### config.mk
export PLATFORM = sky130hd
export DESIGN_NAME = uartEcho
export DESIGN_NICKNAME = d
export VERILOG_FILES = /design/src/textPkg.sv /design/src/uartPkg.sv /design/src/uartEcho.sv /design/src/uartTx.sv /design/src/caseFilter.sv /design/src/uartRx.sv
export SDC_FILE = /design/constraint.sdc
export NUM_CORES = 1
export LEC_CHECK = 0
export ABC_CLOCK_PERIOD_IN_PS = 1900
export BUFFER_PORTS_ARGS = -buffer_cell sky130_fd_sc_hd__buf_2
export CORE_MARGIN = 2
export CORE_UTILIZATION = 60
export DETAILED_ROUTE_END_ITERATION = 8
export PLACE_DENSITY_LB_ADDON = 0.25
export SETUP_SLACK_MARGIN = 0.2
export SLEW_MARGIN = 20
export SYNTH_ARGS = -nofsm -noshare
export SYNTH_HDL_FRONTEND = slang
export SYNTH_SLANG_ARGS = --single-unit
### constraint.sdc
create_clock -name clk -period 1.9 [get_ports clk]
set_input_delay 0.38 -clock clk [delete_from_list [all_inputs] [get_ports clk]]
set_output_delay 0.38 -clock clk [all_outputs]
set_load 0.02 [all_outputs]
### src/textPkg.sv
package textPkg;

    localparam logic [2:0] OP_SET_MODE = 3'd0;

    typedef enum logic [1:0] {
        MODE_PASS  = 2'd0,
        MODE_UPPER = 2'd1,
        MODE_LOWER = 2'd2
    } mode_t;

    // ascii letter ranges.
    localparam logic [6:0] UPPER_A  = 7'h41;
    localparam logic [6:0] UPPER_Z  = 7'h5a;
    localparam logic [6:0] LOWER_A  = 7'h61;
    localparam logic [6:0] LOWER_Z  = 7'h7a;
    localparam logic [6:0] CASE_BIT = 7'h20;  // only difference between the two cases.

    typedef struct packed {
        logic       isCmd;
        logic [6:0] code;
    } chrView_t;

    typedef struct packed {
        logic       isCmd;
        logic [2:0] opcode;
        logic [3:0] arg;
    } cmdView_t;

    // bit 7 decides which view applies.
    typedef union packed {
        chrView_t chr;
        cmdView_t cmd;
    } textByte_t;

endpackage

### src/uartPkg.sv
package uartPkg;

    // serial timing, kept short for simulation.
    localparam int CLKS_PER_BIT = 16;
    localparam int HALF_BIT     = CLKS_PER_BIT / 2;  // start edge to middle of start bit.
    localparam int COUNT_W      = $clog2(CLKS_PER_BIT);

    // 8N1 frame.
    localparam int DATA_BITS  = 8;
    localparam int BIT_IDX_W  = $clog2(DATA_BITS);
    localparam int FRAME_BITS = DATA_BITS + 2;  // start, data, stop.
    localparam int FRAME_W    = $clog2(FRAME_BITS);

    // receiver states.
    localparam logic [2:0] RX_IDLE  = 3'd0;
    localparam logic [2:0] RX_START = 3'd1;
    localparam logic [2:0] RX_DATA  = 3'd2;
    localparam logic [2:0] RX_STOP  = 3'd3;
    localparam logic [2:0] RX_WAIT  = 3'd4;  // bad stop bit, wait for idle line.

endpackage
### src/uartEcho.sv
`timescale 1ns/1ps

module uartEcho (
    input  logic clk,
    input  logic rstN,
    input  logic rxLine,
    output logic txLine,
    output logic framingError,
    output logic overrun
);

    logic [uartPkg::DATA_BITS-1:0] rxData;
    logic                          rxValid;
    logic [uartPkg::DATA_BITS-1:0] txData;
    logic                          txValid;
    logic                          txReady;

    uartRx i_uartRx (
        .clk          (clk),
        .rstN         (rstN),
        .rxLine       (rxLine),
        .rxData       (rxData),
        .rxValid      (rxValid),
        .framingError (framingError)
    );

    caseFilter i_caseFilter (
        .clk     (clk),
        .rstN    (rstN),
        .rxData  (rxData),
        .rxValid (rxValid),
        .txData  (txData),
        .txValid (txValid),
        .txReady (txReady),
        .overrun (overrun)
    );

    uartTx i_uartTx (
        .clk     (clk),
        .rstN    (rstN),
        .txData  (txData),
        .txValid (txValid),
        .txReady (txReady),
        .txLine  (txLine)
    );

endmodule

### src/uartTx.sv
`timescale 1ns/1ps

module uartTx (
    input  logic                          clk,
    input  logic                          rstN,
    input  logic [uartPkg::DATA_BITS-1:0] txData,
    input  logic                          txValid,
    output logic                          txReady,
    output logic                          txLine
);

    logic                          busy;
    logic [uartPkg::COUNT_W-1:0]   bitTimer;
    logic [uartPkg::FRAME_W-1:0]   bitCnt;
    logic [uartPkg::DATA_BITS:0]   frame;  // bits still to send, stop bit on top.
    logic                          bitDone;
    logic                          lastBit;

    assign txReady = !busy;
    assign bitDone = (bitTimer == uartPkg::COUNT_W'(uartPkg::CLKS_PER_BIT - 1));
    assign lastBit = (bitCnt == uartPkg::FRAME_W'(uartPkg::FRAME_BITS - 1));

    always_ff @(posedge clk) begin
        if (!rstN) begin
            busy     <= 1'b0;
            txLine   <= 1'b1;
            bitTimer <= '0;
            bitCnt   <= '0;
        end else if (!busy) begin
            if (txValid) begin
                busy     <= 1'b1;
                txLine   <= 1'b0;  // start bit.
                bitTimer <= '0;
                bitCnt   <= '0;
            end
        end else if (bitDone) begin
            bitTimer <= '0;
            if (lastBit) begin
                busy <= 1'b0;  // stop bit done, line stays high.
            end else begin
                txLine <= frame[0];
                bitCnt <= bitCnt + 1'b1;
            end
        end else begin
            bitTimer <= bitTimer + 1'b1;
        end
    end

    always_ff @(posedge clk) begin
        if (!busy && txValid) begin
            frame <= {1'b1, txData};
        end else if (busy && bitDone) begin
            frame <= {1'b1, frame[uartPkg::DATA_BITS:1]};
        end
    end

endmodule

### src/caseFilter.sv
`timescale 1ns/1ps

module caseFilter (
    input  logic                          clk,
    input  logic                          rstN,
    input  logic [uartPkg::DATA_BITS-1:0] rxData,
    input  logic                          rxValid,
    output logic [uartPkg::DATA_BITS-1:0] txData,
    output logic                          txValid,
    input  logic                          txReady,
    output logic                          overrun
);

    textPkg::textByte_t inByte;
    textPkg::mode_t     mode;
    logic [6:0]         outCode;
    logic               accept;

    assign inByte = rxData;
    assign accept = rxValid && !txValid;  // buffer full drops the byte.

    always_comb begin
        outCode = inByte.chr.code;
        if (mode == textPkg::MODE_UPPER && inByte.chr.code >= textPkg::LOWER_A &&
            inByte.chr.code <= textPkg::LOWER_Z) begin
            outCode = inByte.chr.code ^ textPkg::CASE_BIT;
        end else if (mode == textPkg::MODE_LOWER && inByte.chr.code >= textPkg::UPPER_A &&
                     inByte.chr.code <= textPkg::UPPER_Z) begin
            outCode = inByte.chr.code ^ textPkg::CASE_BIT;
        end
    end

    always_ff @(posedge clk) begin
        if (!rstN) begin
            mode    <= textPkg::MODE_PASS;
            txValid <= 1'b0;
            overrun <= 1'b0;
        end else begin
            overrun <= rxValid && txValid;
            if (txValid && txReady) begin
                txValid <= 1'b0;
            end
            if (accept) begin
                if (inByte.cmd.isCmd) begin
                    if (inByte.cmd.opcode == textPkg::OP_SET_MODE) begin
                        case (inByte.cmd.arg)
                            4'(textPkg::MODE_PASS),
                            4'(textPkg::MODE_UPPER),
                            4'(textPkg::MODE_LOWER): begin
                                mode <= textPkg::mode_t'(inByte.cmd.arg[1:0]);
                            end
                            default: begin
                                mode <= mode;  // unknown argument.
                            end
                        endcase
                    end
                end else begin
                    txValid <= 1'b1;
                end
            end
        end
    end

    always_ff @(posedge clk) begin
        if (accept && !inByte.cmd.isCmd) begin
            txData <= {1'b0, outCode};
        end
    end

endmodule

### src/uartRx.sv
`timescale 1ns/1ps

module uartRx (
    input  logic                          clk,
    input  logic                          rstN,
    input  logic                          rxLine,
    output logic [uartPkg::DATA_BITS-1:0] rxData,
    output logic                          rxValid,
    output logic                          framingError
);

    logic [1:0]                      rxSync;
    logic                            rxIn;
    logic [2:0]                      state;
    logic [uartPkg::COUNT_W-1:0]     bitTimer;
    logic [uartPkg::BIT_IDX_W-1:0]   bitIdx;
    logic                            halfDone;
    logic                            bitDone;

    assign rxIn     = rxSync[1];
    assign halfDone = (bitTimer == uartPkg::COUNT_W'(uartPkg::HALF_BIT - 1));
    assign bitDone  = (bitTimer == uartPkg::COUNT_W'(uartPkg::CLKS_PER_BIT - 1));

    always_ff @(posedge clk) begin
        if (!rstN) begin
            rxSync <= 2'b11;  // idle line level.
        end else begin
            rxSync <= {rxSync[0], rxLine};
        end
    end

    always_ff @(posedge clk) begin
        if (!rstN) begin
            state        <= uartPkg::RX_IDLE;
            bitTimer     <= '0;
            bitIdx       <= '0;
            rxValid      <= 1'b0;
            framingError <= 1'b0;
        end else begin
            rxValid      <= 1'b0;
            framingError <= 1'b0;
            case (state)
                uartPkg::RX_IDLE: begin
                    bitTimer <= '0;
                    if (!rxIn) begin
                        state <= uartPkg::RX_START;
                    end
                end
                uartPkg::RX_START: begin
                    if (halfDone) begin
                        bitTimer <= '0;
                        bitIdx   <= '0;
                        state    <= rxIn ? uartPkg::RX_IDLE : uartPkg::RX_DATA;  // high is a glitch.
                    end else begin
                        bitTimer <= bitTimer + 1'b1;
                    end
                end
                uartPkg::RX_DATA: begin
                    if (bitDone) begin
                        bitTimer <= '0;
                        bitIdx   <= bitIdx + 1'b1;
                        if (&bitIdx) begin
                            state <= uartPkg::RX_STOP;
                        end
                    end else begin
                        bitTimer <= bitTimer + 1'b1;
                    end
                end
                uartPkg::RX_STOP: begin
                    if (bitDone) begin
                        bitTimer <= '0;
                        if (rxIn) begin
                            rxValid <= 1'b1;
                            state   <= uartPkg::RX_IDLE;
                        end else begin
                            framingError <= 1'b1;
                            state        <= uartPkg::RX_WAIT;
                        end
                    end else begin
                        bitTimer <= bitTimer + 1'b1;
                    end
                end
                uartPkg::RX_WAIT: begin
                    if (rxIn) begin
                        state <= uartPkg::RX_IDLE;
                    end
                end
                default: begin
                    state <= uartPkg::RX_IDLE;
                end
            endcase
        end
    end

    // lsb arrives first, so shift in from the top.
    always_ff @(posedge clk) begin
        if (state == uartPkg::RX_DATA && bitDone) begin
            rxData <= {rxIn, rxData[uartPkg::DATA_BITS-1:1]};
        end
    end

endmodule

# ---- After elaboration in Yosys (flattened, before gate mapping)
# Cells that the tools add are included.
dict set report totals {
  regBits 51
  input_bits 3
  elab_cells 112
}
dict set report op_classes {
  bitwise 1
  add_sub_neg 4
  n_reduce_logical 28
  muxes 38
  n_eq_ne 20
  order_cmp 4
}
# operator n
set ops {}
lappend ops {{2-to-1 mux 4 bit} 8}
lappend ops {{2-to-1 mux 3 bit} 9}
lappend ops {{case mux 3 bit (5 select lines)} 1}
lappend ops {{>= comparator 7 bit, second input constant} 2}
lappend ops {{less-or-equal comparator 7 bit, second input constant} 2}
lappend ops {{2-to-1 mux 1 bit} 13}
lappend ops {{adder 4 x 1 -> 4 bit, second input constant} 3}
lappend ops {{== test 4 bit, second input constant} 3}
lappend ops {{2-to-1 mux 6 bit} 2}
lappend ops {{case mux 4 bit (3 select lines)} 1}
lappend ops {{AND reduction 3 bit} 4}
lappend ops {{logical AND 1 bit} 10}
lappend ops {{!= test 2 x 1 -> 1 bit, second input constant} 5}
lappend ops {{2-to-1 mux 8 bit} 1}
lappend ops {{2-to-1 mux 7 bit} 1}
lappend ops {{== test 3 x 2 -> 1 bit, second input constant} 2}
lappend ops {{logical NOT 3 bit} 2}
lappend ops {{!= test 2 bit, second input constant} 3}
lappend ops {{case mux 3 bit (2 select lines)} 1}
lappend ops {{AND reduction 6 bit} 1}
lappend ops {{nonzero test 2 bit} 3}
lappend ops {{== test 4 x 1 -> 1 bit, second input constant} 1}
lappend ops {{== test 4 x 2 -> 1 bit, second input constant} 1}
lappend ops {{== test 4 x 3 -> 1 bit, second input constant} 1}
lappend ops {{other kinds (13)} 15}

# ---- Logic depth before layout (Yosys ltp)
# Gate-level depths: netlist of the first run.
dict set report depth {
  depth_word 5
  mapped_depth 6
  mapped_depth_nobuf 6
}

# ---- Cells and area by module
# Synthesis of the first run repeated with hierarchy kept, for this count alone.
dict set report unflattened {
  hier_cells 226
  hier_area_um2 2387.3
}
# module seq_area_each_um2 n_inst cells_each area_each_um2
set modules_own_cells {}
lappend modules_own_cells {uartRx 520.5 1 96 1019.7}
lappend modules_own_cells {uartTx 440.4 1 96 929.6}
lappend modules_own_cells {caseFilter 290.3 1 34 437.9}

# ---- Least setup slack after synthesis of the first run
# No wires, ideal clock.
dict set report synth_timing {
  path_type {reg-to-reg}
  from {register i_uartRx.rxData[1] (netlist bit)}
  to {register i_caseFilter.txData[5] (netlist bit) (data pin)}
  synth_period_minus_slack_ps 1481
  path_stages_with_launch 5
  slack_ps 419
  arrival_ps 1219
  path_cell_list {edfxtp_1 or4_1 nor2_1 nor3b_1 a2bb2oi_1}
}
dict set report synth_via {
  elab_chain_cells 5
}
# item line
set synth_lines {}
lappend synth_lines {{start, declared} uartRx.sv:7} ;# output logic [uartPkg::DATA_BITS-1:0] rxData,
lappend synth_lines {{start signal, assigned} uartRx.sv:98} ;# rxData <= {rxIn, rxData[uartPkg::DATA_BITS-1:1]};
lappend synth_lines {{>= comparator 7 bit} caseFilter.sv:27} ;# end else if (mode == textPkg::MODE_LOWER && inByte.chr.code >= textPkg::UPPER_A &&
lappend synth_lines {{logical AND 1 bit (2 in series)} caseFilter.sv:27}
lappend synth_lines {{2-to-1 mux 6 bit} caseFilter.sv:27}
lappend synth_lines {{2-to-1 mux 6 bit *} caseFilter.sv:24} ;# if (mode == textPkg::MODE_UPPER && inByte.chr.code >= textPkg::LOWER_A &&
lappend synth_lines {{net i_caseFilter.outCode[5]} caseFilter.sv:16} ;# logic [6:0] outCode;
lappend synth_lines {{end signal, assigned} caseFilter.sv:66} ;# txData <= {1'b0, outCode};
lappend synth_lines {{end, declared} caseFilter.sv:8} ;# output logic [uartPkg::DATA_BITS-1:0] txData,
# The timed path passes the listed nets; every way through them passes the cells marked *.
# A chain may end at the register's enable or synchronous reset.

# ---- Final worst setup path of the first run
# Same ends and word-level chain as after synthesis.

==> reports/qor.txt, run 1 <==
status = complete, no violations
WL per Instance = 13.8 um
Required @ worst endpoint = 1.95 ns
most common cell after layout, fill and taps aside = nand2_1
Synth top area share = 30.3%
Buf+Inv Stages, Crit Path = 0
Die W = 65.6 um
Num CTS Buffers = 5
max-slew violations = 0
Overall Power = 0.00195 W
largest net degree at the start of global routing = 19
core area = 3660 sq um
syn_area_per_cell = 10.9 sq um
ANT cells = 0
vias per inst = 5.63
Peak VDD IR = 0.000611 V
Pwr per Cell Area = 796 nW/um^2
Hold WS = 0.280 ns
clock root cell = clkbuf_8
via total after detailed routing = 1493
ys async rst share = 0%
CP delay by family, top = simple AND/OR/NAND/NOR gates
Critical Path Slowest Stage Cell = or4_1
CTS tree = done
GP Congestion = 0.810
post-route minimum period = 1.60 ns
P_int = 0.00156 W
Reg power frac = 59.0%
Final Cell Area = 2440 sq um
Residual DRC = 0
max-cap violations = 0
clk slew on worst S/H paths = 0.09 ns
Crit Path Category = reg2reg
vias in the first global route = 1472
Post-Syn Nets = 218
# rows = 22
crit share post-route = 84.3%
Total Neg Setup Slack = 0 ns
DRT Pass-1 Iters = 4
Max Freq = 0.625 GHz
Die Ht = 65.6 um
EDFF count, synth = 23
CP Data Arrival Time = 1.65 ns
Synth area leaders = edfxtp_1 30%, dfxtp_1 25%, nand2_1 5.1%
synth warn = 0
Detail Route Antenna Nets = 0
measured slew at the worst slew-check pin = 0.385 ns
# hold bufs at CTS = 0
PortBufs = 5
Clock Power Share = 38.7%
relative slew slack = 74.1%
die area = 4300 sq um
sw frac = 20.0%
Synth Cell Area = 2280 sq um
worst-path fanout max = 5
Post-Route Utilization = 66.8%
clock sink total = 51
first-pass GRT wire length = 6530 um
final wirelength = 3660 um
initial antenna violation count = 0
Unique masters post-synth = 47
Worst Hold Class = in2reg
Lkg Pwr = 0.894 nW
Starting Density = 62.2%
Clock Skew = 0.00553 ns
net switching power = 0.000389 W
Setup crit end kind = flip-flop
RSZ-0062 raised after global routing = no
Finish-stage setup viols = 0
Final Hold Vio Count = 0
final net count = 225
layout cells sized above 1 = 14.7%
prevailing post-synth register cell = dfxtp_1
Area after DPL = 2310 sq um
Startpoint Class = flip-flop
Synth area leader = edfxtp_1
GRT overflow = 0
area grow syn2layout = 7.42%
DPL Wire Length = 2610 um
CP peak stage delay = 0.53 ns
GRT Overall Usage = 20.0%
Boundary Pins = 6
clk_lat worst skew = 0.30 ns
htree depth = 2
crit path cell chain = or4_1, nor2_1, nor3b_1, a2bb2oi_1
register area share after synthesis = 55.0%
combinational power share = 2.4%
Cells after Synth = 209
deepest clock path buffer count = 2
Yosys reg bits = 51
initial DRC count = 136
commonest cells after routing, fill and taps aside = 31 x nand2_1, 26 x dfxtp_1, 23 x edfxtp_1
## registers in the layout, summed over array words and instances, names as in the netlist
register	cells
i_uartTx.bitTimer	4
i_uartRx.bitTimer	4
i_caseFilter.mode	2
i_uartTx.frame	8
i_uartRx.state	3
i_uartRx.rxValid	1
i_caseFilter.txValid	1
i_uartRx.rxData	8
i_caseFilter.txData	7
i_uartTx.busy	1
i_uartRx.bitIdx	3
i_uartTx.txLine	1
i_uartRx.framingError	1
i_uartTx.bitCnt	4
i_caseFilter.overrun	1
i_uartRx.rxSync	2
## synthesized netlist by cell type (3+ instances only)
| cell | count |
|---|---|
| nor3_1 | 3 |
| xor2_1 | 4 |
| nand3b_1 | 5 |
| mux2i_1 | 5 |
| clkbuf_1 | 3 |
| ha_1 | 6 |
| o211ai_1 | 4 |
| clkbuf_8 | 3 |
| edfxtp_1 | 23 |
| nand2_1 | 31 |
| a21oi_1 | 7 |
| nand3_1 | 6 |
| dfxtp_1 | 28 |
| o21ai_0 | 11 |
| nand4b_1 | 3 |
| nor3b_1 | 5 |
| nor2_1 | 13 |
| inv_1 | 4 |
| nor2b_1 | 8 |
## metal layers
metal	vias up	part of all wire [%]	track usage [%]
li1	760	-	-
met1	707	46	24.5
met2	22	51	33.5
met3	4	2.8	5.65
met4	0	0.74	7.81
met5	-	0	0
## cells by family (layout without fill, tap and decap cells)
kind of cell | after synthesis | in the layout | synth area share, %
XOR/XNOR | 4 | 4 | 1.54
flip-flops | 51 | 51 | 55.0
multiplexers | 5 | 5 | 2.20
adder cells (fa/ha/maj) | 6 | 6 | 3.30
AND/OR/NAND/NOR | 93 | 93 | 22.8
buffers and inverters | 15 | 23 | 4.56
AO/OA/AOI/OAI | 35 | 35 | 10.6
## repair_timing
action | 4_1_cts | 5_1_grt
setup endpoints to repair | 0 | 15
gates resized for setup | 0 | 7
buffers inserted | 0 | 0
## power by group through the flow
| stage | sequential (W) | combinational, W | clock, W |
|---|---|---|---|
| 5_1_grt | 0.00115 | 0.0000527 | 0.000828 |
| 6_report | 0.00115 | 0.0000463 | 0.000752 |
| 3_5_place_dp | 0.00117 | 0.0000454 | 0 |
| 2_1_floorplan | 0.00117 | 0.0000449 | 0 |
| 4_1_cts | 0.00115 | 0.0000457 | 0.000773 |
| 3_3_place_gp | 0.00117 | 0.0000436 | 0 |
## layout make-up
class / count / area (sq um)
Clock buffer: 5 / 68.8
Sequential cell: 51 / 1250
Timing Repair Buffer: 10 / 62.6
Multi-Input combinational cell: 143 / 933
Fill cell: 267 / 1220
Inverter: 5 / 18.8
Clock inverter: 3 / 47.5
Tap cell: 48 / 60.1
## final timing paths
check / from / to / slack, ns / depth (start not counted)
max: i_uartRx.rxData[1] / i_caseFilter.txData[5] / 0.30 / 4
min reg2reg: i_uartRx.rxSync[0] / i_uartRx.rxSync[1] / 0.41 / 1
min: rxLine / i_uartRx.rxSync[0] / 0.28 / 2
max reg2reg: i_uartRx.rxData[1] / i_caseFilter.txData[5] / 0.30 / 4
## per-stage QoR
step | std cells | worst slack, ns
6_report | 265 | 0.299
5_1_grt | 265 | 0.208
2_1_floorplan | 209 | 0.419
3_3_place_gp | 257 | 0.311
3_5_place_dp | 257 | 0.240
4_1_cts | 265 | 0.218
Power figures use the tool's default switching activity.
==> inputs of run 2 (changes only) <==
--- a/config.mk
+++ b/config.mk
@@ -5,7 +5,7 @@
 export SDC_FILE = /design/constraint.sdc
 export NUM_CORES = 1
 export LEC_CHECK = 0
-export ABC_CLOCK_PERIOD_IN_PS = 1900
+export ABC_CLOCK_PERIOD_IN_PS = 1600
 export BUFFER_PORTS_ARGS = -buffer_cell sky130_fd_sc_hd__buf_2
 export CORE_MARGIN = 2
 export CORE_UTILIZATION = 60
==> constraint.sdc (replaced) <==
create_clock -name clk -period 1.6 [get_ports clk]
set_input_delay 0.32 -clock clk [delete_from_list [all_inputs] [get_ports clk]]
set_output_delay 0.32 -clock clk [all_outputs]
set_load 0.02 [all_outputs]
==> run 2 against run 1 <==
Effect of this change: critical path depth stayed put; largest power group unchanged; clock-buffer cell count is 1 higher; utilization is 7.6 points higher; maximum frequency is 5.8% higher; first-iteration DRC count is 14% higher; clock skew is 0.0012 ns higher; sequential share of layout area is 4.5 points lower.
==> reports/qor.txt, run 2 (synthesis gave the netlist of run 1 again) <==
htree depth = 2
Starting Density = 62.2%
final worst slack = 0.0875 ns
worst-path fanout max = 2
# rows = 22
fill count = 247
crit share post-route = 94.5%
measured slew at the worst slew-check pin = 0.366 ns
PortBufs = 5
RSZ-0062 raised after global routing = yes
vias per inst = 5.65
Detail Route Antenna Nets = 0
core area = 3660 sq um
die area = 4300 sq um
max-cap violations = 0
most common cell after layout, fill and taps aside = nand2_1
r2r setup slk = 0.09 ns
largest net degree at the start of global routing = 28
crit path cell chain = or4_4, nor2_4, nor3b_1, a2bb2oi_1
Hold Path Sink = i_uartRx.rxSync[0]
DPL Wire Length = 2800 um
CTS tree = done
worst slack, placed = -0.0570 ns
WL per Instance = 15.9 um
GRT Overall Usage = 22.1%
Critical Path Slowest Stage Cell = or4_4
Overall Power = 0.00213 W
GP Congestion = 0.864
clk_lat worst skew = 0.31 ns
Peak VDD IR = 0.000523 V
Startpoint Class = flip-flop
CP Data Arrival Time = 1.57 ns
max-slew violations = 0
initial DRC count = 155
ANT cells = 0
Die Ht = 65.6 um
clk slew on worst S/H paths = 0.08 ns
DRT Pass-1 Iters = 4
Crit Path Category = reg2reg
Setup crit end kind = flip-flop
final wirelength = 4480 um
Required @ worst endpoint = 1.66 ns
Finish-stage setup viols = 0
GRT overflow = 0
Max Freq = 0.661 GHz
largest registers = i_uartRx.rxData: 8 flops, i_uartTx.frame: 8 flops, i_caseFilter.txData: 7 flops
initial antenna violation count = 0
clock sink total = 51
relative slew slack = 75.5%
via total after detailed routing = 1594
Lkg Pwr = 0.982 nW
Final Hold Vio Count = 0
deepest clock path buffer count = 2
Buf+Inv Stages, Crit Path = 0
CP peak stage delay = 0.56 ns
hold_sp = rxLine
Num CTS Buffers = 5
worst reg2reg path depth = 4
RR Startpoint = i_uartRx.rxData[2]
CP delay by family, top = simple AND/OR/NAND/NOR gates
Boundary Pins = 6
reg-to-reg endpoint = i_caseFilter.txData[5]
vias in the first global route = 1533
commonest cells after routing, fill and taps aside = 29 x nand2_1, 23 x edfxtp_1, 19 x dfxtp_1, 19 x buf_4, 12 x nor2_1
Die W = 65.6 um
Worst Hold Class = in2reg
first-pass GRT wire length = 7100 um
post-route minimum period = 1.51 ns
layout cells sized above 1 = 32.5%
Pwr per Cell Area = 783 nW/um^2
area grow syn2layout = 19.6%
clock root cell = clkbuf_8
status = complete, no violations
Clock Skew = 0.00669 ns
Hold WS = 0.196 ns
# hold bufs at CTS = 0
final net count = 242
Residual DRC = 0
hold depth = 2
-- run 2: worst max path at each step --
stage | start | cells past startpoint | to
after floorplan | i_uartRx.rxData[1] | 4 | i_caseFilter.txData[5]
after global placement | i_uartRx.state[1] | 2 | i_uartRx.rxData[1]
after detailed placement | i_uartRx.bitTimer[0] | 5 | i_uartRx.state[1]
after CTS | i_uartRx.rxData[1] | 4 | i_caseFilter.txData[5]
after global routing | i_uartRx.rxData[2] | 4 | i_caseFilter.txData[5]
final | i_uartRx.rxData[2] | 4 | i_caseFilter.txData[5]
-- run 2: area by class of cell --
| cell class | count | area, sq um | area share (%) |
|---|---|---|---|
| Clock inverter | 2 | 8.76 | 0.322 |
| Tap cell | 48 | 60.1 | 2.21 |
| Sequential cell | 51 | 1270 | 46.8 |
| Inverter | 5 | 22.5 | 0.827 |
| Timing Repair Buffer | 27 | 201 | 7.40 |
| Clock buffer | 6 | 72.6 | 2.67 |
| Multi-Input combinational cell | 143 | 1080 | 39.8 |
-- run 2: worst reg2reg max path, stage by stage, from the launching register on --
cell and delay (ns):
edfxtp_1 0.40, or4_4 0.56, nor2_4 0.13, nor3b_1 0.06, a2bb2oi_1 0.13
-- run 2: per-stage QoR --
step | instances | setup TNS [ns] | utilization, % | area [sq um]
after floorplan | 209 | 0 | - | 2280
after global placement | 265 | 0 | 65.0 | 2380
after detailed placement | 265 | -0.0570 | 65.0 | 2380
after CTS | 279 | 0 | 71.1 | 2600
after global routing | 282 | 0 | 74.4 | 2720
final | 282 | 0 | 74.4 | 2720
-- run 2: routing by layer --
layer / vias up / wire, um / GRT usage [%]
li1: 794 / - / -
met2: 31 / 2290 / 37.1
met1: 756 / 1930 / 25.5
met4: 0 / 119 / 13.0
met5: - / 0 / 0
met3: 13 / 152 / 5.48
-- run 2: what timing repair did --
| action | in CTS | in global routing |
|---|---|---|
| buffers inserted | 6 | 3 |
| pin swaps | 5 | 12 |
| resized for setup | 29 | 24 |
| endpoints found under the setup margin | 37 | 27 |
-- run 2: power breakdown --
group          internal (W)  leakage [nW]  switching (W)
registers           0.00135         0.439     0.00000630
clock network      0.000301        0.0426       0.000402
logic             0.0000321         0.501      0.0000445
total               0.00168         0.982       0.000453
